<file path="config.mk">
export PLATFORM = sky130hd
export DESIGN_NAME = msi_xlate
export DESIGN_NICKNAME = d
export VERILOG_FILES = /design/src/common/sv39_pkg.sv /design/src/common/iommu_pkg.sv /design/src/rtl/msi_xlate.sv
export SDC_FILE = /design/constraint.sdc
export NUM_CORES = 1
export LEC_CHECK = 0
export BUFFER_PORTS_ARGS = -buffer_cell sky130_fd_sc_hd__buf_2
export CORE_MARGIN = 2
export CORE_UTILIZATION = 40
export DETAILED_ROUTE_END_ITERATION = 10
export MAX_ROUTING_LAYER = met4
export PLACE_DENSITY_LB_ADDON = 0.08
export SLEW_MARGIN = 20
export SYNTH_ARGS = -nofsm -noshare
export SYNTH_HDL_FRONTEND = slang
export SYNTH_SLANG_ARGS = --single-unit
</file>
<file path="constraint.sdc">
create_clock -name vclk -period 49.6
set_clock_uncertainty 0.05 [all_clocks]
set_input_delay 2.48 -clock vclk [all_inputs]
set_output_delay 2.48 -clock vclk [all_outputs]
set_load 0.03 [all_outputs]
</file>
<file path="src/common/sv39_pkg.sv">
//##########################################################################
// Sv39 page-table format for the IOMMU page table walker
// Address and page number widths, the PTE layout,
// page levels and the walker states
//##########################################################################

package sv39_pkg;

    // Address widths
    localparam int unsigned VA_W    = 39;
    localparam int unsigned PA_W    = 56;

    // Page numbers and context tags
    localparam int unsigned PPN_W   = 44;
    localparam int unsigned VPN_W   = 27;
    localparam int unsigned PSCID_W = 20;

    // Sv39 PTE, most significant field first
    typedef struct packed {
        logic [9:0]       reserved;
        logic [PPN_W-1:0] ppn;
        logic [1:0]       rsw;
        logic             d;
        logic             a;
        logic             g;
        logic             u;
        logic             x;
        logic             w;
        logic             r;
        logic             v;
    } pte_t;

    // LVL1 maps 1G pages, LVL2 2M pages, LVL3 4K pages
    typedef enum logic [1:0] {
        LVL1,
        LVL2,
        LVL3
    } ptw_lvl_e;

    typedef enum logic [1:0] {
        IDLE,
        MEM_ACCESS,
        PTE_LOOKUP,
        PROPAGATE_ERROR
    } ptw_state_e;

endpackage

</file>
<file path="src/common/iommu_pkg.sv">
//##########################################################################
// IOMMU fault cause codes and MSI write-through PTE layout
// Also the widths of the MSI PTE fields and of the
// interrupt file number
//##########################################################################

package iommu_pkg;

    localparam int unsigned CAUSE_W     = 12;
    localparam int unsigned IMSIC_NUM_W = 8;

    // MSI PTE field widths
    localparam int unsigned MSI_PPN_W  = 44;
    localparam int unsigned MSI_RSV1_W = 7;
    localparam int unsigned MSI_RSV2_W = 9;

    // Fault causes reported to the IOMMU
    localparam logic [CAUSE_W-1:0] INSTR_ACCESS_FAULT    = 12'd1;
    localparam logic [CAUSE_W-1:0] LOAD_PAGE_FAULT       = 12'd13;
    localparam logic [CAUSE_W-1:0] STORE_PAGE_FAULT      = 12'd15;
    localparam logic [CAUSE_W-1:0] TRANS_TYPE_DISALLOWED = 12'd260;
    localparam logic [CAUSE_W-1:0] MSI_PTE_INVALID       = 12'd262;
    localparam logic [CAUSE_W-1:0] MSI_PTE_MISCONFIGURED = 12'd263;
    localparam logic [CAUSE_W-1:0] PT_DATA_CORRUPTION    = 12'd274;

    typedef enum logic [1:0] {
        MSI_MRIF          = 2'd1,
        MSI_WRITE_THROUGH = 2'd3
    } msi_mode_e;

    // Write-through MSI PTE, most significant field first
    typedef struct packed {
        logic                  c;
        logic [MSI_RSV2_W-1:0] reserved_2;
        logic [MSI_PPN_W-1:0]  ppn;
        logic [MSI_RSV1_W-1:0] reserved_1;
        msi_mode_e             m;
        logic                  v;
    } msi_pte_t;

endpackage

</file>
<file path="src/rtl/msi_xlate.sv">
//##########################################################################
// MSI write-through translation helpers
// IMSIC address match, interrupt file number extraction,
// MSI PTE address and MSI PTE fault checks
//##########################################################################

`timescale 1ns/1ps

module msi_xlate
    import sv39_pkg::*;
    import iommu_pkg::*;
(
    input  logic [PPN_W-1:0]   cand_ppn_i,
    input  logic               is_store_i,
    input  logic               is_rx_i,
    input  logic               msi_en_i,
    input  logic [PPN_W-1:0]   msiptp_ppn_i,
    input  logic [VPN_W-1:0]   msi_mask_i,
    input  logic [VPN_W-1:0]   msi_pattern_i,
    input  logic [63:0]        r_data_i,
    output logic               msi_hit_o,
    output logic [PA_W-1:0]    msi_pptr_o,
    output logic               msi_fault_o,
    output logic [CAUSE_W-1:0] msi_cause_o
);

    logic [PPN_W-1:0]       mask_ext;
    logic [PPN_W-1:0]       pattern_ext;
    logic [IMSIC_NUM_W-1:0] file_num;
    msi_pte_t               msi_pte;

    // Upper page bits are never masked and the pattern has them clear
    assign mask_ext    = {{(PPN_W-VPN_W){1'b0}}, msi_mask_i};
    assign pattern_ext = {{(PPN_W-VPN_W){1'b0}}, msi_pattern_i};

    assign msi_hit_o = msi_en_i && is_store_i &&
                       ((cand_ppn_i & ~mask_ext) == (pattern_ext & ~mask_ext));

    // Pack candidate bits at set mask positions, lowest first
    always_comb begin
        int unsigned k;
        k        = 0;
        file_num = '0;
        for (int unsigned i = 0; i < VPN_W; i++) begin
            if (msi_mask_i[i]) begin
                if (k < IMSIC_NUM_W) begin
                    file_num[k] = cand_ppn_i[i];
                end
                k = k + 1;
            end
        end
    end

    // 16-byte MSI PTEs indexed by interrupt file number
    assign msi_pptr_o = {msiptp_ppn_i, 12'b0} |
                        {{(PA_W-IMSIC_NUM_W-4){1'b0}}, file_num, 4'b0};

    assign msi_pte = msi_pte_t'(r_data_i);

    // Later checks override earlier ones
    always_comb begin
        msi_fault_o = 1'b0;
        msi_cause_o = '0;
        if (!msi_pte.v || msi_pte.c) begin
            msi_fault_o = 1'b1;
            msi_cause_o = MSI_PTE_INVALID;
        end
        if ((|msi_pte.reserved_1) || (|msi_pte.reserved_2)) begin
            msi_fault_o = 1'b1;
            msi_cause_o = MSI_PTE_MISCONFIGURED;
        end
        if (is_rx_i) begin
            msi_fault_o = 1'b1;
            msi_cause_o = INSTR_ACCESS_FAULT;
        end
        // MRIF mode is not supported
        if (msi_pte.m != MSI_WRITE_THROUGH) begin
            msi_fault_o = 1'b1;
            msi_cause_o = TRANS_TYPE_DISALLOWED;
        end
    end

endmodule

</file>
==> flow_summary.ini, run 1 <==
[critical_path]
combined_buffer_and_inverter_count_along_the_critical_path = 20
cp_common_cell = ha_1
worst_path_largest_cell_delay_ps = 880
timing.critical_path.fanout_max = 14
critical_path.slowest_cell = fa_1
worst-setup-path-type = in -> out
cpLargestDelayFamily = adder cells
required_time_reported_for_the_critical_path_endpoint_ps = 47070
cp_data_arrival_time_ps = 24650
startpoint_type = input port
critical_path.endpoint_type = primary output

[synth]
netlist_instances = 1621
synthDominantCellAreaShare = 0.07709
postSynthAreaPerCell_um2 = 6.799
netlist.top_cell.by_area = xnor2_1
synth.area.top_cells = xnor2_1 (7.7%), nand2_1 (5.6%), nor2_1 (4.6%)
yosysSeqAreaShare = 0
synth_cell_area_mm2 = 0.01102
yosysUniqueCellTypes = 114
ys.warnings.count = 0

[timing]
setup_total_negative_slack_ps = 0
worst-slew-pin-transition_ps = 1128
unrepaired_setup_endpoints_after_global_routing = no
period_minus_slack_ps = 27180
fmax_mhz = 36.79
finalMaxSlewViolations = 0
slew_headroom = 0.2460
final.period_utilization = 0.5480
finalHoldViolCount = 0
setup_violations = 0

[global_route]
grt_util_met3 = 0.02395
grt_first_pass_wirelength_um = 64740
global_route.overflow_total = 0
globalRouteMet2Util = 0.4665
pin_count_of_the_biggest_net_entering_global_routing = 31
grt_pass1_vias = 11500
antenna_found_initial = 2
groute.layer.met1.usage = 0.3912
busiest_layer = met2
globalRouteTotalUtil = 0.2891

[routing]
wl_per_cell_um = 21.53
vias_per_cell = 6.440
drt_iter0_drc = 1198
drt-pass1-iter-count = 7
wl_um = 42680
routed_via_count = 12760
drtAntennaViolNets = 0
route.detailed.drc = 0

[job]
max_capacitance_violation_count = 0

[status]
outcome = finished, final reports clean

[finish]
multi_input_area_mm2 = 0.01007
final.clkbuf_count = 0
flops_and_latches = 0
area_growth_syn_to_layout_pct = 4.201
layout-drive-gt1-share = 0.1439
final-seq-area_um2 = 0
filler_cell_count = 2926
finish.net_count = 1878

[floorplanning]
core_mm2 = 0.02703
chipHeight_um = 170.0
initial_utilization = 0.4078
ioPinCount = 279
placementRows = 60
die_area_mm2 = 0.02889
die-width_um = 170.0

[placed_design]
port_buffers = 135
detailed_place_hpwl_um = 35410
globalplace.congestion = 0.9674

[worst_hold_path]
hp-class = in -> out

[clocking]
cts_setup_buffers = 0
cts.repair.resized = 0
postCtsHoldBufs = 0
-- through the flow --
stage	hold slack, ps	utilization	setup slack [ps]	instances	area (um^2)
3_3_place_gp	4910	0.4247	23080	1981	11480
3_5_place_dp	4910	0.4247	22830	1981	11480
2_1_floorplan	5042	-	26790	1632	11060
6_report	4910	0.4249	22420	1982	11480
5_1_grt	4910	0.4249	20840	1982	11480
4_1_cts	4910	0.4247	22760	1981	11480
-- final timing paths --
check / start / end / slack, ps / cells after the start
max: msi_mask_i[2] / msi_pptr_o[9] / 22420 / 99
min: msiptp_ppn_i[2] / msi_pptr_o[14] / 4910 / 0
-- cells by family (layout without fill, tap and decap cells) --
kind of cell / Yosys count / after routing / share of synthesized area
AND/OR/NAND/NOR: 765 / 765 / 0.3673
AO/OA/AOI/OAI: 388 / 388 / 0.2603
buffers and inverters: 201 / 209 / 0.08992
XOR/XNOR: 173 / 173 / 0.1877
multiplexers: 63 / 63 / 0.06040
adder cells (fa/ha/maj): 30 / 30 / 0.03406
other: 1 / 13 / 0.0003403
-- synth_stat cells (all sizes together) (28+ instances only) --
library cell  count
a21oi            52
xnor2           118
mux2             28
o21ai            57
inv              66
xor2             34
nand4            62
or3              28
nor3             66
nand3            81
mux2i            35
buf              79
and2             30
nand2           165
o22ai            34
and3             38
o211ai           32
nor4             44
nor2            137
clkbuf           55
-- layer usage --
layer	vias to the layer above	part of all wire
met5	-	0
met4	0	0.027
met3	61	0.071
met2	558	0.45
met1	6024	0.46
li1	6121	-
-- final cells by class --
type / instances / share of cell area
multi-input combinational: 1431 / 0.8773
timing repair buffer: 142 / 0.06341
tap: 341 / 0.03715
inverter: 67 / 0.02190
antenna: 1 / 0.0002179
-- cells in the final DEF, fill, tap and decap left out, types with 33 or more instances in the layout --
cell and count:
o21ai_0 47, nand2_1 165, nand4_1 61, and3_1 38
inv_1 64, nor4_1 42, nand3_1 79, nor3_1 64
mux2i_1 35, buf_2 135, nor2_1 136, xnor2_1 97
a21oi_1 49, o22ai_1 33
Power of run 1 is not shown: default switching activity piles up to over one toggle a cycle in this logic, so the estimate is an artifact.
==> run 2: changes to the inputs <==
==> constraint.sdc (replaced) <==
create_clock -name vclk -period 22.6
set_clock_uncertainty 0.05 [all_clocks]
set_input_delay 1.13 -clock vclk [all_inputs]
set_output_delay 1.13 -clock vclk [all_outputs]
set_load 0.03 [all_outputs]
==> run 2 against run 1 <==
Net effect:
- wire length fell by 0.44%
- die area unchanged
- non-clock buffer count up 21
- sequential cell count unchanged
- via count barely moved
- core utilization increased by 0.87 points
- global-route usage is 0.18 points higher
- first-iteration DRC count up 7.8%
- design area grew 2.0%
- critical endpoint is now msi_pptr_o[8]
- highest routed layer unchanged
==> flow_summary.ini, run 2 (synthesized netlist as in run 1, its figures left out) <==
[finish]
flops_and_latches = 0
final.clkbuf_count = 0
finalCoreUtilization = 0.4336
layout-drive-gt1-share = 0.1620
most_used_cells_in_the_layout_excluding_fill_and_tap_cells = nand2_1 (165), nor2_1 (136), buf_2 (135), xnor2_1 (96), nand3_1 (79)
most_common_cell_after_layout_fill_and_taps_aside = nand2_1
final-seq-area_um2 = 0
area_growth_syn_to_layout_pct = 6.324
finish.net_count = 1899

[timing]
finalHoldViolCount = 0
period_minus_slack_ps = 21010
fin_ws_ps = 1588
finalMaxSlewViolations = 0
slew_headroom = 0.2828
fmax_mhz = 47.59
final.period_utilization = 0.9297
setup_total_negative_slack_ps = 0
worst-slew-pin-transition_ps = 1067
setup_violations = 0
fin_worst_hold_slack_ps = 2210
unrepaired_setup_endpoints_after_global_routing = no

[critical_path]
critical_path.endpoint_type = primary output
endpoint_of_the_worst_setup_timing_path = msi_pptr_o[8]
worst_path_largest_cell_delay_ps = 550
required_time_reported_for_the_critical_path_endpoint_ps = 21420
critical_path.slowest_cell = or4_1
cp_data_arrival_time_ps = 19830
timing.critical_path.fanout_max = 12
startpoint_type = input port
cp_common_cell = ha_1
worstSetupStartpoint = msi_mask_i[2]
worst-setup-path-type = in -> out

[routing]
wl_per_cell_um = 21.20
route.detailed.drc = 0
drt_iter0_drc = 1291
drt-pass1-iter-count = 6
drtAntennaViolNets = 0
routed_via_count = 12760
vias_per_cell = 6.368
wl_um = 42490

[status]
outcome = finished, final reports clean

[global_route]
grt_pass1_vias = 11640
antenna_found_initial = 3
global_route.overflow_total = 0
grt_first_pass_wirelength_um = 65330
pin_count_of_the_biggest_net_entering_global_routing = 31
globalRouteTotalUtil = 0.2909

[floorplanning]
initial_utilization = 0.4078
core_mm2 = 0.02703
die_area_mm2 = 0.02889
die-width_um = 170.0
chipHeight_um = 170.0
ioPinCount = 279
placementRows = 60

[clocking]
postCtsHoldBufs = 0

[placed_design]
globalplace.congestion = 0.9457
place_worst_setup_slack_ps = 284.8
detailed_place_hpwl_um = 35530
port_buffers = 135

[worst_hold_path]
hp-class = in -> out

[job]
max_capacitance_violation_count = 0
==> run 2: changes by cell type in the layout (fill, tap and decap cells not counted), sizes merged <==
cell    delta
clkinv     -1
buf       +21
inv        +1
diode      +1
==> run 2: repair_timing <==
action,4_1_cts,5_1_grt
gates resized for setup,0,19
setup endpoints to repair,0,8
buffers inserted,0,1
==> run 2: cell type report <==
type / count / area [um^2]
Inverter: 67 / 251.5
Fill cell: 2916 / 15310
Multi-Input combinational cell: 1431 / 10150
Antenna cell: 2 / 5.005
Tap cell: 341 / 426.7
Timing Repair Buffer: 163 / 885.9
==> run 2: how the worst min path moves through the flow <==
| stage | from | endpoint | slack (ps) | cells past startpoint |
|---|---|---|---|---|
| floorplan | msiptp_ppn_i[0] | msi_pptr_o[12] | 2340 | 1 |
| global placement | msiptp_ppn_i[4] | msi_pptr_o[16] | 2210 | 0 |
| global route | msiptp_ppn_i[16] | msi_pptr_o[28] | 2210 | 0 |
| detailed placement | msiptp_ppn_i[4] | msi_pptr_o[16] | 2210 | 0 |
| CTS | msiptp_ppn_i[4] | msi_pptr_o[16] | 2210 | 0 |
| finish | msiptp_ppn_i[2] | msi_pptr_o[14] | 2210 | 0 |
==> run 2: worst max-delay path: cells and delay by family <==
family | cells | cell delay (ps)
AOI/OAI and AO/OA | 23 | 4090
xor gates and xnor gates | 2 | 370
muxes | 4 | 660
and+or+nand+nor | 26 | 4910
buffers and inverters | 19 | 2600
adders and majority gates | 20 | 6070
==> run 2: per-stage QoR <==
| stage | area (um^2) | std cells |
|---|---|---|
| 3_5_place_dp | 11630 | 2001 |
| 6_report | 11720 | 2004 |
| 3_3_place_gp | 11630 | 2001 |
| 5_1_grt | 11720 | 2004 |
| 2_1_floorplan | 11060 | 1632 |
| 4_1_cts | 11630 | 2001 |
==> run 2: routing by layer <==
| metal | share of wire | up-vias | GRT usage |
|---|---|---|---|
| li1 | - | 6162 | - |
| met1 | 0.45 | 5961 | 0.3944 |
| met2 | 0.44 | 569 | 0.4680 |
| met3 | 0.076 | 69 | 0.02349 |
| met4 | 0.026 | 0 | 0.07432 |
| met5 | 0 | - | - |
Power of run 2 is left out for the same reason.
==> run 3: changes to the inputs <==
--- a/config.mk
+++ b/config.mk
@@ -5,6 +5,7 @@
 export SDC_FILE = /design/constraint.sdc
 export NUM_CORES = 1
 export LEC_CHECK = 0
+export ABC_AREA = 1
 export BUFFER_PORTS_ARGS = -buffer_cell sky130_fd_sc_hd__buf_2
 export CORE_MARGIN = 2
 export CORE_UTILIZATION = 40
==> constraint.sdc (replaced) <==
create_clock -name vclk -period 21.1
set_clock_uncertainty 0.05 [all_clocks]
set_input_delay 1.055 -clock vclk [all_inputs]
set_output_delay 1.055 -clock vclk [all_outputs]
set_load 0.03 [all_outputs]
==> run 3 against run 2 <==
Net effect:
- via count down 7.1%
- hold slack worse by 150 ps
- wire length down 26%
- die area down 11%
- sequential share of layout area unchanged
- sequential cell count unchanged
- setup slack better by 1700 ps
- non-clock buffer count down 28
- core utilization down 0.13 points
- first-iteration DRC count down 42%
- design area down 11%
- area after synthesis down 11%
==> flow_summary.ini, run 3 <==
[timing]
setup_total_negative_slack_ps = 0
setup_violations = 0
finalMaxSlewViolations = 0
period_minus_slack_ps = 17850
worst-slew-pin-transition_ps = 869.3
fmax_mhz = 56.03
slew_headroom = 0.4143
unrepaired_setup_endpoints_after_global_routing = no
final.period_utilization = 0.8459
finalHoldViolCount = 0

[worst_hold_path]
hp-class = in -> out

[finish]
most_common_cell_after_layout_fill_and_taps_aside = nand2_1
area_growth_syn_to_layout_pct = 6.476
finish.net_count = 2200
final-seq-area_um2 = 0
final_cells = 2287
layout-drive-gt1-share = 0.2090
flops_and_latches = 0
most_used_cells_in_the_layout_excluding_fill_and_tap_cells = nand2_1 (442), nand3_1 (270), inv_1 (250), nor2_1 (216), buf_2 (135)
final.clkbuf_count = 0
final_cell_area_mm2 = 0.01045

[clocking]
cts.repair.resized = 0
postCtsHoldBufs = 0
cts_setup_buffers = 0

[routing]
drt-pass1-iter-count = 5
route.detailed.drc = 0
drtAntennaViolNets = 0
wl_um = 31280
drt_iter0_drc = 749
routed_via_count = 11860
wl_per_cell_um = 13.68
vias_per_cell = 5.185

[synth]
synthDominantCellAreaShare = 0.1690
yosysSeqAreaShare = 0
postSynthAreaPerCell_um2 = 5.199
netlist.top_cell.by_area = nand2_1
post_synth_most_frequent_cells = nand2_1 (442), nand3_1 (270), inv_1 (250)
synth.area.top_cells = nand2_1 (17%), nand3_1 (14%), inv_1 (9.6%)
ys.warnings.count = 0
yosysUniqueCellTypes = 56
synth_cell_area_mm2 = 0.009816
yosysMostFrequentCell = nand2_1
netlist_instances = 1888

[floorplanning]
die-width_um = 160.7
initial_utilization = 0.4060
die_area_mm2 = 0.02581
chipHeight_um = 160.7
placementRows = 57
core_mm2 = 0.02418
ioPinCount = 279

[critical_path]
startpoint_type = input port
required_time_reported_for_the_critical_path_endpoint_ps = 20000
worst_path_largest_cell_delay_ps = 580
worst-setup-path-type = in -> out
cp_data_arrival_time_ps = 16740
critical_path.endpoint_type = primary output
timing.critical_path.fanout_max = 16
critical_path.slowest_cell = fa_1
cp_common_cell = nand2_1

[job]
max_capacitance_violation_count = 0

[global_route]
antenna_found_initial = 2
pin_count_of_the_biggest_net_entering_global_routing = 17
grt_first_pass_wirelength_um = 51360
globalRouteTotalUtil = 0.2414
grt_pass1_vias = 10840
global_route.overflow_total = 0

[placed_design]
globalplace.congestion = 0.9263
place.detailed.instances = 2286
detailed_place_hpwl_um = 27530
placement.cell_area_mm2 = 0.01044
port_buffers = 135

[pwr]
pd_cells_mw_per_mm2 = 116.0
power.ir.vdd_worst_v = 0.0001355
cellLeakagePower_nw = 5.423

[status]
outcome = finished, final reports clean
==> run 3: cell types whose count changed after synthesis, sizes merged, moves of 43 or more <==
cell	before	now
xnor2	118	4
nor2	137	252
clkbuf	55	10
nand3	81	333
inv	66	287
nor3	66	23
nand2	165	560
==> run 3: cell type report <==
| class | instances | area (um^2) |
|---|---|---|
| diodes | 1 | 2.502 |
| fillers | 2730 | 13730 |
| repair buffers | 135 | 675.6 |
| inverters | 294 | 1104 |
| multi-input cells | 1533 | 8264 |
| well taps | 324 | 405.4 |
==> run 3: worst paths after layout <==
kind	startpoint	endpoint	slack, ps	cells past startpoint
setup / recovery	msi_mask_i[2]	msi_pptr_o[5]	3250	86
hold / removal	msiptp_ppn_i[7]	msi_pptr_o[19]	2060	0
==> run 3: worst max-delay path, delay by kind of cell <==
family | cells | cell delay [ps]
buffers and inverters | 12 | 1260
adder cells (fa/ha/maj) | 24 | 7260
AO/OA/AOI/OAI | 6 | 1360
AND/OR/NAND/NOR | 44 | 5840
==> run 3: per-layer routing <==
layer  global-route usage  wire, um  vias up
met5                    -         0        -
met4              0.03481       530        0
met3             0.004132      1323       36
met2               0.3938     13670      279
met1               0.3421     15760     5178
li1                     -         -     6366
==> run 3: stage by stage <==
| step | util | setup slack (ps) | total power, mW | hold WS [ps] |
|---|---|---|---|---|
| finish | 0.4323 | 3252 | 1.213 | 2060 |
| floorplan | - | 5078 | 0.9613 | 2192 |
| global route | 0.4323 | 1753 | 1.372 | 2060 |
| global placement | 0.4318 | 3486 | 1.193 | 2060 |
| detailed placement | 0.4320 | 3350 | 1.200 | 2060 |
| CTS | 0.4320 | 3272 | 1.206 | 2060 |
==> run 3: report_power, final <==
part / leakage (nW) / internal, mW / switching [mW]
clock: 0.00000634 / 0.00000000634 / 0
combinational: 5.42 / 0.350 / 0.863
sequential: 0 / 0 / 0
total: 5.42 / 0.350 / 0.863
==> run 3: kinds of logic (layout without fill, tap and decap cells) <==
family	after synthesis	in the layout	share of synthesized area
and+or+nand+nor	1307	1307	0.6830
buffers and inverters	366	429	0.1633
AOI/OAI and AO/OA	180	180	0.1117
adders and majority gates	27	27	0.03518
xor gates and xnor gates	5	5	0.004461
muxes	2	2	0.002040
other	1	13	0.0003820
Note: power is estimated with default switching activity, not from simulation.
