**config.mk**
```make
export PLATFORM = sky130hd
export DESIGN_NAME = ptw_walk_fsm
export DESIGN_NICKNAME = d
export VERILOG_FILES = /design/src/common/sv39_pkg.sv /design/src/common/iommu_pkg.sv /design/src/ptw/ptw_walk_fsm.sv
export SDC_FILE = /design/constraint.sdc
export NUM_CORES = 1
export LEC_CHECK = 0
export BUFFER_PORTS_ARGS = -buffer_cell sky130_fd_sc_hd__buf_2
export CAP_MARGIN = 20
export CORE_AREA = 2 2 188 190
export DETAILED_ROUTE_END_ITERATION = 8
export DIE_AREA = 0 0 190 192
export GPL_TIMING_DRIVEN = 0
export SYNTH_ARGS = -nofsm -noshare
export SYNTH_HDL_FRONTEND = slang
export SYNTH_SLANG_ARGS = --single-unit
```
**constraint.sdc**
```tcl
create_clock -name clk_i -period 10.9 [get_ports clk_i]
set_input_delay 1.09 -clock clk_i [delete_from_list [all_inputs] [get_ports clk_i]]
set_output_delay 1.09 -clock clk_i [all_outputs]
set_load 0.02 [all_outputs]
```
**src/common/sv39_pkg.sv**
```systemverilog
//##########################################################################
// Sv39 page-table format for the IOMMU page table walker
// Address and page number widths, the PTE layout,
// page levels and the walker states
//##########################################################################

package sv39_pkg;

    // Address widths
    localparam int unsigned VA_W    = 39;
    localparam int unsigned PA_W    = 56;

    // Page numbers and context tags
    localparam int unsigned PPN_W   = 44;
    localparam int unsigned VPN_W   = 27;
    localparam int unsigned PSCID_W = 20;

    // Sv39 PTE, most significant field first
    typedef struct packed {
        logic [9:0]       reserved;
        logic [PPN_W-1:0] ppn;
        logic [1:0]       rsw;
        logic             d;
        logic             a;
        logic             g;
        logic             u;
        logic             x;
        logic             w;
        logic             r;
        logic             v;
    } pte_t;

    // LVL1 maps 1G pages, LVL2 2M pages, LVL3 4K pages
    typedef enum logic [1:0] {
        LVL1,
        LVL2,
        LVL3
    } ptw_lvl_e;

    typedef enum logic [1:0] {
        IDLE,
        MEM_ACCESS,
        PTE_LOOKUP,
        PROPAGATE_ERROR
    } ptw_state_e;

endpackage

```
**src/common/iommu_pkg.sv**
```systemverilog
//##########################################################################
// IOMMU fault cause codes and MSI write-through PTE layout
// Also the widths of the MSI PTE fields and of the
// interrupt file number
//##########################################################################

package iommu_pkg;

    localparam int unsigned CAUSE_W     = 12;
    localparam int unsigned IMSIC_NUM_W = 8;

    // MSI PTE field widths
    localparam int unsigned MSI_PPN_W  = 44;
    localparam int unsigned MSI_RSV1_W = 7;
    localparam int unsigned MSI_RSV2_W = 9;

    // Fault causes reported to the IOMMU
    localparam logic [CAUSE_W-1:0] INSTR_ACCESS_FAULT    = 12'd1;
    localparam logic [CAUSE_W-1:0] LOAD_PAGE_FAULT       = 12'd13;
    localparam logic [CAUSE_W-1:0] STORE_PAGE_FAULT      = 12'd15;
    localparam logic [CAUSE_W-1:0] TRANS_TYPE_DISALLOWED = 12'd260;
    localparam logic [CAUSE_W-1:0] MSI_PTE_INVALID       = 12'd262;
    localparam logic [CAUSE_W-1:0] MSI_PTE_MISCONFIGURED = 12'd263;
    localparam logic [CAUSE_W-1:0] PT_DATA_CORRUPTION    = 12'd274;

    typedef enum logic [1:0] {
        MSI_MRIF          = 2'd1,
        MSI_WRITE_THROUGH = 2'd3
    } msi_mode_e;

    // Write-through MSI PTE, most significant field first
    typedef struct packed {
        logic                  c;
        logic [MSI_RSV2_W-1:0] reserved_2;
        logic [MSI_PPN_W-1:0]  ppn;
        logic [MSI_RSV1_W-1:0] reserved_1;
        msi_mode_e             m;
        logic                  v;
    } msi_pte_t;

endpackage

```
**src/ptw/ptw_walk_fsm.sv**
```systemverilog
//##########################################################################
// Sv39 walk state machine
// Level tracking, next pointer generation and the read handshake
// Ends each walk in one IOTLB update, one error report or a bare pass
// Stage-1 leaves in the IMSIC range are redirected to the MSI table
//##########################################################################

`timescale 1ns/1ps

module ptw_walk_fsm
    import sv39_pkg::*;
    import iommu_pkg::*;
(
    input  logic               clk_i,
    input  logic               rst_ni,
    input  logic               miss_i,
    input  logic [VA_W-1:0]    iova_i,
    input  logic               is_store_i,
    input  logic [PSCID_W-1:0] pscid_i,
    input  logic               en_1s_i,
    input  logic [PPN_W-1:0]   satp_ppn_i,
    output logic               ar_valid_o,
    output logic [PA_W-1:0]    ar_addr_o,
    input  logic               ar_ready_i,
    input  logic               r_valid_i,
    input  logic [63:0]        r_data_i,
    input  logic               r_err_i,
    output logic               r_ready_o,
    output logic               busy_o,
    output logic               bare_o,
    output logic               update_o,
    output logic [VPN_W-1:0]   up_vpn_o,
    output logic [PSCID_W-1:0] up_pscid_o,
    output logic               up_2m_o,
    output logic               up_1g_o,
    output logic               up_is_msi_o,
    output pte_t               up_pte_o,
    output logic               error_o,
    output logic [CAUSE_W-1:0] cause_o,
    input  logic               pte_leaf_i,
    input  logic               pte_fault_i,
    input  logic               msi_hit_i,
    input  logic [PA_W-1:0]    msi_pptr_i,
    input  logic               msi_fault_i,
    input  logic [CAUSE_W-1:0] msi_cause_i,
    output logic [PPN_W-1:0]   cand_ppn_o,
    output ptw_lvl_e           level_o
);

    ptw_state_e         state_q, state_n;
    ptw_lvl_e           level_q, level_n;
    logic               global_q, global_n;
    logic               msi_q, msi_n;
    logic [PA_W-1:0]    pptr_q, pptr_n;
    logic [VA_W-1:0]    iova_q, iova_n;
    logic [PSCID_W-1:0] pscid_q, pscid_n;
    logic [CAUSE_W-1:0] cause_q, cause_n;
    pte_t               leaf_q, leaf_n;
    pte_t               pte;
    msi_pte_t           msi_pte;

    assign pte     = pte_t'(r_data_i);
    assign msi_pte = msi_pte_t'(r_data_i);

    // IOVA page while idle, leaf target page during lookup
    assign cand_ppn_o = (state_q == IDLE) ? {{(PPN_W-VPN_W){1'b0}}, iova_i[VA_W-1:12]}
                                          : pte.ppn;
    assign level_o    = level_q;
    assign busy_o     = (state_q != IDLE);
    assign ar_addr_o  = pptr_q;

    // Update payload, qualified by update_o
    assign up_vpn_o    = iova_q[VA_W-1:12];
    assign up_pscid_o  = pscid_q;
    assign up_1g_o     = (level_q == LVL1);
    assign up_2m_o     = (level_q == LVL2);
    assign up_is_msi_o = msi_q;

    // MSI entries keep the leaf flags but take the MSI target page
    always_comb begin
        up_pte_o = msi_q ? leaf_q : pte;
        if (msi_q) begin
            up_pte_o.ppn = msi_pte.ppn;
        end
        up_pte_o.g = up_pte_o.g | global_q;
    end

    always_comb begin
        state_n    = state_q;
        level_n    = level_q;
        global_n   = global_q;
        msi_n      = msi_q;
        pptr_n     = pptr_q;
        iova_n     = iova_q;
        pscid_n    = pscid_q;
        cause_n    = cause_q;
        leaf_n     = leaf_q;
        ar_valid_o = 1'b0;
        r_ready_o  = 1'b0;
        bare_o     = 1'b0;
        update_o   = 1'b0;
        error_o    = 1'b0;
        cause_o    = '0;

        case (state_q)
            IDLE: begin
                level_n  = LVL1;
                global_n = 1'b0;
                msi_n    = 1'b0;
                leaf_n   = '0;
                iova_n   = iova_i;
                pscid_n  = pscid_i;
                if (miss_i) begin
                    if (en_1s_i) begin
                        // Root table indexed by VPN[2]
                        pptr_n  = {satp_ppn_i, iova_i[VA_W-1:30], 3'b0};
                        state_n = MEM_ACCESS;
                    end else if (msi_hit_i) begin
                        // IMSIC store without first stage goes straight to the MSI table
                        pptr_n  = msi_pptr_i;
                        msi_n   = 1'b1;
                        level_n = LVL3;
                        state_n = MEM_ACCESS;
                    end else begin
                        bare_o = 1'b1;
                    end
                end
            end

            MEM_ACCESS: begin
                ar_valid_o = 1'b1;
                if (ar_ready_i) begin
                    state_n = PTE_LOOKUP;
                end
            end

            PTE_LOOKUP: begin
                if (r_valid_i) begin
                    r_ready_o = 1'b1;
                    if (r_err_i) begin
                        cause_n = PT_DATA_CORRUPTION;
                        state_n = PROPAGATE_ERROR;
                    end else if (msi_q) begin
                        if (msi_fault_i) begin
                            cause_n = msi_cause_i;
                            state_n = PROPAGATE_ERROR;
                        end else begin
                            update_o = 1'b1;
                            state_n  = IDLE;
                        end
                    end else if (pte_fault_i) begin
                        // Page faults follow the original access type
                        cause_n = is_store_i ? STORE_PAGE_FAULT : LOAD_PAGE_FAULT;
                        state_n = PROPAGATE_ERROR;
                    end else if (pte_leaf_i) begin
                        leaf_n = pte;
                        if (msi_hit_i) begin
                            // Leaf lands in the IMSIC range, fetch the MSI PTE
                            pptr_n  = msi_pptr_i;
                            msi_n   = 1'b1;
                            level_n = LVL3;
                            state_n = MEM_ACCESS;
                        end else begin
                            update_o = 1'b1;
                            state_n  = IDLE;
                        end
                    end else begin
                        // Pointer PTE, descend one level
                        global_n = global_q | pte.g;
                        state_n  = MEM_ACCESS;
                        if (level_q == LVL1) begin
                            level_n = LVL2;
                            pptr_n  = {pte.ppn, iova_q[29:21], 3'b0};
                        end else begin
                            level_n = LVL3;
                            pptr_n  = {pte.ppn, iova_q[20:12], 3'b0};
                        end
                    end
                end
            end

            PROPAGATE_ERROR: begin
                error_o = 1'b1;
                cause_o = cause_q;
                state_n = IDLE;
            end

            default: begin
                state_n = IDLE;
            end
        endcase
    end

    always_ff @(posedge clk_i or negedge rst_ni) begin
        if (!rst_ni) begin
            state_q  <= IDLE;
            level_q  <= LVL1;
            global_q <= 1'b0;
            msi_q    <= 1'b0;
        end else begin
            state_q  <= state_n;
            level_q  <= level_n;
            global_q <= global_n;
            msi_q    <= msi_n;
        end
    end

    always_ff @(posedge clk_i) begin
        pptr_q  <= pptr_n;
        iova_q  <= iova_n;
        pscid_q <= pscid_n;
        cause_q <= cause_n;
        leaf_q  <= leaf_n;
    end

    // Request must be held until the memory accepts it
    a_ar_hold: assert property (@(posedge clk_i) disable iff (!rst_ni)
        ar_valid_o && !ar_ready_i |=> ar_valid_o && $stable(ar_addr_o));

    // A walk ends in one kind of completion only
    a_one_completion: assert property (@(posedge clk_i) disable iff (!rst_ni)
        !(update_o && error_o));

endmodule

```
==> key figures, run 1 <==
Outcome
  • Outcome: finished clean

Synth
  • Largest family of logic cells by synthesized area: multiplexers
  • EDFF count, synth: about 140
  • Yosys Warn Count: 0
  • Synth Area in Simple Gates: a little over 8%
  • Flop and latch count out of synthesis: about 140
  • Largest area contributor in the netlist: edfxtp_1
  • Compound-Gate Fraction of Synth Area: between 10 and 15%
  • Post-Syn Instances: ~570
  • Number of library cell types mapped by synthesis: 43
  • Xor/xnor share of the synthesized area: 0%
  • Synth async-reset ratio: under 10%
  • Prevailing post-synth register cell: edfxtp_1
  • Seq/Total Area, Yosys: a little under 60%
  • Top-area cell type share of the netlist area: a little under three fifths
  • Mux share of post-synthesis cell area: approximately 17%
  • Synthesized cell area: between 7000 and 8000 sq um
  • Post-Synth Adder-Cell Area: 0%
  • Largest cells by area after synthesis: edfxtp_1 56%, mux2i_1 9.1%, mux2_2 7.1%, a32oi_1 5.3%, and2_1 3.8%
  • Avg Cell Area, Syn: ~13 sq um
  • Mapped Nets: 820

STA
  • RSZ-0062 raised after global routing: no
  • Max Freq: about 260 MHz
  • Final Cycle Share: a little over a third
  • Final setup vio count: 0
  • Min Tclk post-route: 3.79 ns
  • Rel. slew slack: between 30% and 40%
  • WHS: 0.489 ns
  • Max Slew Vio Count: 0
  • Measured slew at the worst slew-check pin: around 0.97 ns
  • Final hold vios: 0
  • Setup TNS: 0 ns
  • Final worst setup slack: about 7 ns
  • Clock skew: 0.0109 ns

Pwr
  • Power Density: about 270 nW/um^2
  • Leak pwr: 4.89 nW
  • Max IR drop VDD: 0.000114 V

CTS
  • Clock sink count: 141
  • # hold bufs at CTS: 0
  • Setup bufs post-CTS: 0
  • Root buf cell: clkbuf_16
  • Num CTS Buffers: 17
  • Clock slew at reported path FFs: about 0.060 ns
  • Clock tree from TritonCTS: done
  • Skew-Pair Late Insertion Delay: 0.43 ns
  • CTS Buffer Depth: 2
  • Post-cts resize count: 0
  • H-tree levels: 4

Setup path
  • Setup Crit Path Kind: primary input to output pin
  • Critical path data required time: about 9.8 ns
  • Slowest CP cell: clkbuf_1
  • Reg2reg path depth: 4
  • Cells along the critical path: buf_2, clkbuf_1, clkbuf_1, nor4b_1, buf_2
  • R2R Path End: ar_addr_o[28]$_DFFE_PP_
  • CP bufs+invs: 4
  • Crit Path Max Fanout: 10
  • Crit path capture type: output pin
  • CP Launch Type: primary input
  • Top delay family on crit path: buffers and inverters
  • WP data arrival: roughly 2.7 ns
  • Reg-to-reg slack, setup: roughly 8.8 ns
  • FF-to-FF Start: up_is_msi_o$_DFFE_PN0P_
  • Largest stage delay, worst path: 0.64 ns

Floorplan
  • Die width: 190 um
  • DIE HEIGHT: between 150 and 200 um
  • Num ports: approximately 480
  • Initial Utilization: a little over a fifth
  • Core area: about 34,000 sq um
  • Row cnt: between 60 and 70
  • Die area: ~36,000 sq um

Route
  • Remaining routing DRC violations: 0
  • Routed vias: just under 7,000
  • Routed wire length: about 33,000 um
  • Antenna Nets Post-Route: 0
  • Initial DRC Count: just over 300
  • DR pass1 iterations: 4
  • DR WL/cell: approximately 21 um
  • Vias/cell: roughly 4.5

Final layout
  • Cell Count, Final, Fillers Out: around 1,500
  • Final #Nets: roughly 1,300
  • Layout cells sized above 1: between 50 and 60%
  • Syn-to-layout area delta: 49.7%
  • Final core utilization: about a third

GRT
  • Vias in the first global route: roughly 6,800
  • GR Overflow Total: 0
  • First-pass GRT wire length: ~44,000 um
  • Initial antenna violation count: 3
  • GR peak layer: met2
  • GR Util All Layers: around 17%
  • Grt met3 use: 3.82%
  • Met2 usage: roughly 29%
  • M1 GR Usage: a little over a fifth
  • Pin count of the biggest net entering global routing: 57

Place
  • Port Buf Inserts: 467
  • DP Cell Count: 1,498
  • Post-Place Setup Slack: 7.01 ns
  • HPWL after DPL: 25,500 um
  • GP Congestion: just under 0.9

Min path
  • Path category of the worst min-delay check: primary input to asynchronous set/reset pin

Flow run
  • Max_cap viols: 0
## per-stage QoR
stage | cell area (sq um) | power [mW]
global placement | 10200 | 2.26
global route | 10900 | 3.06
CTS | 10900 | 2.95
detailed placement | 10300 | 2.28
floorplan | 7290 | 1.73
finish | 10900 | 2.91
## cells in the final DEF (no fill, tap or decap), drive strengths merged, types with 3 or more instances in the layout
cell type / Yosys / final
a21oi: 5 / 5
a32oi: 44 / 44
and3: 12 / 12
mux2i: 66 / 66
nand2b: 4 / 4
clkinvlp: 0 / 4
o221ai: 9 / 9
nor2b: 5 / 5
buf: 23 / 493
a21o: 3 / 3
o21ai: 47 / 47
nand2: 3 / 3
edfxtp: 135 / 135
clkbuf: 70 / 87
inv: 8 / 9
clkinv: 0 / 5
mux2: 48 / 48
bufinv: 0 / 5
and2: 44 / 44
nand3: 10 / 10
nor2: 10 / 10
dfrtp: 6 / 6
## where the power goes
group / internal (mW) / switching, mW / leakage, nW / total [mW]
logic: 0.450 / 0.860 / 3.20 / 1.31
clock network: 0.406 / 0.246 / 0.303 / 0.652
registers: 0.849 / 0.0954 / 1.38 / 0.944
## routing by layer
layer  wire length, um  up-vias
met3              2100       57
met1             13700     3302
li1                  -     3164
met2             15700      373
met4              1020        2
met5                13        -
## cells by family after synthesis
group                  after synthesis
flip-flops                         141
AO/OA/AOI/OAI                      119
multiplexers                       114
buffers and inverters              101
AND/OR/NAND/NOR                     98
## area by class of cell
| cell class | instances | area [sq um] |
|---|---|---|
| timing repair buffer | 470 | 2390 |
| sequential | 141 | 4200 |
| antenna | 2 | 5.00 |
| multi-input combinational | 331 | 2650 |
| clock inverter | 15 | 220 |
| buffer | 93 | 419 |
| tap | 455 | 569 |
| clock buffer | 17 | 425 |
| fill | 3584 | 23400 |
| inverter | 8 | 30.0 |
## flip-flops by register name, summed over array words and instances, names as in the netlist
name	flops
ar_addr_o	56
cause_q	12
global_q	1
iova_q	27
leaf_q	20
level_o	2
state_q	2
up_is_msi_o	1
up_pscid_o	20
## cells in the mapped netlist, drive strengths merged, types with 2 or more instances
cell type and number:
edfxtp 135, clkbuf 70, o221ai 9, inv 8, buf 23, nor2 10, dfrtp 6, nor4b 2
nand2 3, nor3b 2, mux2i 66, or2 2, a21o 3, mux2 48, nand3 10, and2 44
nand2b 4, o21ai 47, a211o 2, a21oi 5, nor2b 5, and3 12, a211oi 2, a32oi 44
a41oi 2
## how the worst max path moves through the flow
| stage | startpoint | end | slack (ns) | cells after the start |
|---|---|---|---|---|
| 2_1_floorplan | r_err_i | ar_addr_o[0]$_DFFE_PP_ | 6.45 | 3 |
| 3_3_place_gp | r_err_i | ar_addr_o[36]$_DFFE_PP_ | 4.25 | 4 |
| 3_5_place_dp | en_1s_i | bare_o | 7.01 | 5 |
| 4_1_cts | en_1s_i | bare_o | 7.00 | 5 |
| 5_1_grt | en_1s_i | bare_o | 6.93 | 5 |
| 6_report | en_1s_i | bare_o | 7.11 | 5 |
Power figures use the tool's default switching activity.
==> run 2, diff against run 1 <==
clock period = 3.8 ns   (was 10.9 ns; I/O delays follow)
==> run 2 against run 1 <==
Via count shrank 1.5%. Critical endpoint is now cand_ppn_o[16]. Non-clock buffer count rose by 1. Largest cell class unchanged. Highest routed layer is now met4. Sequential share of layout area shrank 0.066 points.
==> key figures, run 2 (same netlist as run 1, synthesis figures left out) <==
STA
  • Final worst setup slack: 0.827 ns (-6.28 ns)
  • Setup TNS: 0 ns (unchanged)
  • Rel. slew slack: 33.1% (-2.0 points)
  • RSZ-0062 raised after global routing: no
  • Max Slew Vio Count: 0 (unchanged)
  • Min Tclk post-route: just under 3 ns
  • Measured slew at the worst slew-check pin: 1.00 ns (+0.0298 ns)
  • Final Cycle Share: just under 80%
  • Max Freq: approximately 340 MHz
  • Final hold vios: 0 (unchanged)
  • Clock skew: 0.0126 ns (+0.00175 ns)
  • Final setup vio count: 0 (unchanged)

Place
  • DP Cell Count: 1,498 (unchanged)
  • HPWL after DPL: 25,500 um (about the same)
  • Port Buf Inserts: 467 (unchanged)
  • Post-Place Setup Slack: 1.23 ns (-5.78 ns)
  • GP Congestion: 0.883 (-1.2%)

CTS
  • Clock tree from TritonCTS: done
  • CTS Buffer Depth: 2 (unchanged)
  • Skew-Pair Late Insertion Delay: 0.43 ns (about the same)
  • Root buf cell: clkbuf_16
  • H-tree levels: 4 (unchanged)
  • Num CTS Buffers: 17 (unchanged)
  • Clock slew at reported path FFs: 0.06 ns (about the same)
  • Clock sink count: 141 (unchanged)
  • Post-cts resize count: 0 (unchanged)

Floorplan
  • Die area: 36,500 sq um (unchanged)
  • Num ports: 481 (unchanged)
  • Die width: 190 um (unchanged)
  • Initial Utilization: 21.3% (unchanged)
  • Core area: 34,300 sq um (unchanged)
  • Row cnt: 68 (unchanged)
  • DIE HEIGHT: 192 um (unchanged)

GRT
  • GR Util All Layers: 17.2% (+0.074 points)
  • GR Overflow Total: 0 (unchanged)
  • First-pass GRT wire length: 44,400 um (about the same)
  • Initial antenna violation count: 1 (-2)
  • Vias in the first global route: 6,607 (-3.2%)
  • Pin count of the biggest net entering global routing: 57 (unchanged)

Route
  • Remaining routing DRC violations: 0 (unchanged)
  • Vias/cell: 4.43 (-1.5%)
  • DR pass1 iterations: 5 (+1)
  • DR WL/cell: 21.4 um (+0.50%)
  • Antenna Nets Post-Route: 0 (unchanged)
  • Routed vias: 6,793 (-1.5%)
  • Routed wire length: 32,700 um (+0.50%)
  • Initial DRC Count: 346 (+14%)

Setup path
  • Cells along the critical path: or2_1, buf_6, inv_2, buf_6, mux2_2, buf_2
  • Reg-to-reg slack, setup: 1.66 ns (-7.09 ns)
  • CP bufs+invs: 4 (unchanged)
  • Reg2reg path depth: 4 (unchanged)
  • CP Launch Type: flop
  • WP data arrival: 2.59 ns (-0.11 ns)
  • R2R Path End: cause_q[10]$_SDFFCE_PP0P_
  • Crit path capture type: output pin
  • Critical path data required time: 3.42 ns (-6.39 ns)
  • Slowest CP cell: buf_6
  • Crit Path Max Fanout: 56 (+46)
  • Largest stage delay, worst path: 0.48 ns (-0.16 ns)
  • FF-to-FF Start: state_q[1]$_DFFE_PN0P_
  • CP dominant cell by count: buf_6
  • Top delay family on crit path: buffers and inverters
  • Setup Crit Path Kind: flop to output pin

Final layout
  • Area of the multi-input gates: 2650 sq um (unchanged)
  • Syn-to-layout area delta: 49.9%
  • Commonest non-fill, non-tap cell in the layout: buf_2
  • Layout cells sized above 1: 53.5% (-0.24 points)
  • Final #Nets: 1,310 (+0.076%)
  • Final core utilization: 31.9% (+0.055 points)
  • Cell Count, Final, Fillers Out: 1,532 (unchanged)
  • Commonest cells after routing, fill and taps aside: 480 x buf_2, 135 x edfxtp_1, 72 x clkbuf_1
  • Max FFs per register: 56 (unchanged)
  • Sequential cell area: 4200 sq um (unchanged)
  • FILL cells: 3,596 (+0.33%)

Min path
  • Path category of the worst min-delay check: primary input to flop
  • Min-delay src: pscid_i[3]
  • Hold path endpoint: up_pscid_o[3]$_DFFE_PP_
  • Worst Hold Path Cells: 1

Pwr
  • Leak pwr: 4.91 nW (+0.39%)
  • Power Density: 767 nW/um^2 (+190%)
  • Internal power: 4.96 mW (+190%)
  • Clock network power share: 22.8% (+0.4 points)
  • Max IR drop VDD: 0.000293 V (+160%)
  • Post-layout power: 8.39 mW (+190%)
  • Power share of the combinational group: 45.2% (about the same)
  • Switching Fraction: 40.9% (-0.40 points)
  • Seq pwr share: 32.0% (-0.5 points)
  • Sw power: 3.44 mW (+190%)

Flow run
  • Max_cap viols: 0 (unchanged)

Outcome
  • Outcome: finished clean
-- run 2: changes by cell type in the layout (fill, tap and decap cells not counted), sizes merged --
cell,previous run,this run
bufinv,5,6
diode,2,1
inv,9,8
clkinvlp,4,1
dlygate4sd3,0,1
clkbuf,87,90
-- run 2: worst max-delay path by stage --
stage / startpoint / end / slack [ns] / cells after the start
after floorplan: up_is_msi_o$_DFFE_PN0P_ / ar_addr_o[0]$_DFFE_PP_ / 0.89 / 3
after global placement: r_err_i / ar_addr_o[50]$_DFFE_PP_ / -0.57 / 4
after detailed placement: state_q[0]$_DFFE_PN0P_ / cand_ppn_o[16] / 1.23 / 6
after CTS: state_q[0]$_DFFE_PN0P_ / cand_ppn_o[16] / 0.76 / 6
after global routing: state_q[0]$_DFFE_PN0P_ / cand_ppn_o[16] / 0.69 / 6
final: state_q[0]$_DFFE_PN0P_ / cand_ppn_o[16] / 0.83 / 6
-- run 2: final cells by class --
class / instances / area share, %
flip-flops and latches: 141 / 38.4
plain buffers: 93 / 3.83
clock buffers: 20 / 3.99
diodes: 1 / 0.0229
clock inverters: 12 / 2.01
well taps: 455 / 5.21
multi-input cells: 331 / 24.3
inverters: 8 / 0.275
repair buffers: 471 / 22.0
-- run 2: metrics by stage --
step	hold WS [ns]	instance area, sq um
floorplan	0.0844	7300
global placement	0.218	10200
detailed placement	0.222	10300
CTS	0.0995	10900
global route	0.0972	10900
finish	0.123	10900
-- run 2: layer usage --
| layer | vias up | GRT usage (%) | part of all wire, % |
|---|---|---|---|
| li1 | 3165 | - | - |
| met1 | 3252 | 22.2 | 43 |
| met5 | - | 0 | 0 |
| met4 | 0 | 5.75 | 2.2 |
| met3 | 34 | 3.75 | 6.3 |
| met2 | 342 | 28.4 | 48 |
-- run 2: what timing repair did --
item                      4_1_cts  5_1_grt
buffers inserted                0        0
hold buffers                    1        0
hold endpoints to repair        6        0
-- run 2: power groups by stage --
stage	clock network, mW	logic, mW	registers [mW]
detailed placement	0	3.85	2.71
global route	2.03	4.05	2.75
finish	1.91	3.79	2.69
CTS	1.97	3.85	2.69
global placement	0	3.76	2.73
floorplan	0	1.85	3.10
-- run 2: worst reg2reg max path, delay by kind of cell, from the launching register on --
kind                   cells  cell delay, ns
DFF                        1            0.44
buffers and inverters      1            0.21
and+or+nand+nor            3            1.11
==> run 3, diff against run 2 <==
clock period = 2.8 ns   (was 3.8 ns; I/O delays follow)
==> run 3 against run 2 <==
Register-to-register slack worse by 1.0 ns. Clock power is 19% higher. Utilization is 0.14 points lower. Final cell count stayed put. Worst hold slack worse by 0.095 ns. Highest routed layer is now met5. Sequential power is 36% higher. Non-clock buffer count is 1 higher. Sequential cell count stayed put. Worst setup slack worse by 0.69 ns. Via count is 2.4% higher. Combinational power is 38% higher. Routed wire length is 2.1% higher.
==> key figures, run 3 (same netlist as run 1, synthesis figures left out) <==
STA
  • Min Tclk post-route: ~2.7 ns
  • Rel. slew slack: 36.8% (+3.7 points)
  • Max Freq: roughly 380 MHz
  • Final hold vios: 0 (unchanged)
  • Setup TNS: 0 ns (unchanged)
  • Final setup vio count: 0 (unchanged)
  • RSZ-0062 raised after global routing: no
  • WHS: 0.0289 ns (-0.0946 ns)
  • Max Slew Vio Count: 0 (unchanged)
  • Measured slew at the worst slew-check pin: 0.945 ns (-0.0551 ns)
  • Final Cycle Share: a little over nine tenths
  • Final worst setup slack: 0.134 ns (-0.694 ns)
  • Clock skew: 0.0131 ns (+0.000472 ns)

CTS
  • Root buf cell: clkbuf_16
  • Clock sink count: 141 (unchanged)
  • Num CTS Buffers: 17 (unchanged)
  • H-tree levels: 4 (unchanged)
  • Clock slew at reported path FFs: 0.06 ns (about the same)
  • Skew-Pair Late Insertion Delay: 0.43 ns (about the same)
  • Clock tree from TritonCTS: done
  • CTS Buffer Depth: 2 (unchanged)

Final layout
  • Final core utilization: 31.8% (-0.14 points)
  • Commonest cells after routing, fill and taps aside: 480 x buf_2, 135 x edfxtp_1, 70 x clkbuf_1
  • Layout cells sized above 1: 53.8% (+0.23 points)
  • Commonest non-fill, non-tap cell in the layout: buf_2
  • Max FFs per register: 56 (unchanged)
  • Syn-to-layout area delta: 49.3%
  • Ant diodes: 0 (-1)
  • Final #Nets: 1,311 (+0.076%)

Route
  • Vias/cell: 4.54 (+2.4%)
  • Initial DRC Count: 439 (+27%)
  • Antenna Nets Post-Route: 0 (unchanged)
  • DR pass1 iterations: 5 (unchanged)
  • Routed wire length: 33,400 um (+2.1%)
  • Remaining routing DRC violations: 0 (unchanged)
  • Routed vias: 6,959 (+2.4%)
  • DR WL/cell: 21.8 um (+2.1%)

Setup path
  • Setup Crit Path Kind: flop to output pin
  • Largest stage delay, worst path: 0.46 ns (-0.02 ns)
  • Top delay family on crit path: buffers and inverters
  • Crit Path Max Fanout: 10 (-82%)
  • Cells along the critical path: or2_1, buf_6, inv_2, buf_4, mux2_2, buf_2
  • Slowest CP cell: dfrtp_1
  • Critical path data required time: 2.52 ns (-0.90 ns)
  • CP Launch Type: flop
  • CP bufs+invs: 4 (unchanged)
  • Crit path capture type: output pin
  • WP data arrival: 2.39 ns (-0.20 ns)

Floorplan
  • Row cnt: 68 (unchanged)
  • Initial Utilization: 21.3% (unchanged)
  • DIE HEIGHT: 192 um (unchanged)
  • Core area: 34,300 sq um (unchanged)
  • Num ports: 481 (unchanged)
  • Die width: 190 um (unchanged)
  • Die area: 36,500 sq um (unchanged)

Pwr
  • Post-layout power: 11.2 mW (+33%)
  • Max IR drop VDD: 0.000438 V (+49%)
  • Leak pwr: 4.88 nW (-0.54%)
  • Power Density: 1020 nW/um^2 (+34%)

Place
  • HPWL after DPL: 25,900 um (+1.6%)
  • Port Buf Inserts: 467 (unchanged)
  • Post-Place Setup Slack: 0.347 ns (-0.884 ns)
  • GP Congestion: 0.895 (+1.4%)

GRT
  • GR Util All Layers: 17.4% (+0.21 points)
  • Initial antenna violation count: 2 (+1)
  • GR Overflow Total: 0 (unchanged)
  • Pin count of the biggest net entering global routing: 57 (unchanged)
  • Vias in the first global route: 6,789 (+2.8%)
  • First-pass GRT wire length: 45,100 um (+1.7%)

Flow run
  • Max_cap viols: 0 (unchanged)

Min path
  • Path category of the worst min-delay check: primary input to flop

Outcome
  • Outcome: finished clean
==> run 3: cell types whose count changed in the layout (fill, tap and decap cells not counted) <==
cell / change
diode_2: -1
clkbuf_1: -2
clkinv_2: +2
clkbuf_16: +1
buf_16: +1
clkinvlp_4: +3
buf_6: -1
inv_6: +3
clkinv_4: -2
bufinv_16: -4
==> run 3: through the flow <==
step	instances	cell area, sq um
2_1_floorplan	573	7300
3_3_place_gp	1495	10200
3_5_place_dp	1498	10300
5_1_grt	1532	10900
4_1_cts	1531	10900
6_report	1532	10900
==> run 3: worst reg2reg max path: stages, from the launching register on <==
cell     delay (ns)
dfrtp_1        0.49
nor4b_2        0.57
nand2_1        0.14
a21oi_2        0.43
buf_8          0.23
==> run 3: power breakdown <==
group / leakage (nW) / internal (mW) / switching, mW
Clock: 0.273 / 1.31 / 0.956
Sequential: 1.38 / 3.30 / 0.364
Combinational: 3.23 / 1.82 / 3.41
==> run 3: area by class of cell <==
cell class | count | area, sq um
Fill cell | 3597 | 23400
Sequential cell | 141 | 4200
Multi-Input combinational cell | 331 | 2650
Timing Repair Buffer | 472 | 2430
Tap cell | 455 | 569
Buffer | 93 | 435
Clock buffer | 18 | 429
Clock inverter | 14 | 141
Inverter | 8 | 30.0
==> run 3: worst paths after layout <==
check	from	to	slack, ns	cells after the start
setup / recovery	state_q[0]$_DFFE_PN0P_	cand_ppn_o[8]	0.13	6
hold / removal	pscid_i[10]	up_pscid_o[10]$_DFFE_PP_	0.03	1
setup reg to reg	up_is_msi_o$_DFFE_PN0P_	leaf_q[1]$_SDFFCE_PP0P_	0.65	4
hold reg to reg	global_q$_DFFE_PN0P_	global_q$_DFFE_PN0P_	0.52	2
max in group asynchronous	rst_ni	level_o[0]$_DFFE_PN0P_	2.39	2
min in group asynchronous	rst_ni	level_o[1]$_DFFE_PN0P_	0.25	2
==> run 3: metal layers <==
layer / wire length, um / global-route usage, %
met5: 21 / 0
met4: 777 / 5.55
met3: 2700 / 3.82
met2: 15900 / 29.3
met1: 14000 / 22.1
==> run 3: repair_timing <==
action,in CTS,in global routing
endpoints found under the hold margin,6,0
setup buffers,0,0
gates cloned,0,1
setup endpoints to repair,7,6
hold buffers,1,0
resized for setup,2,1
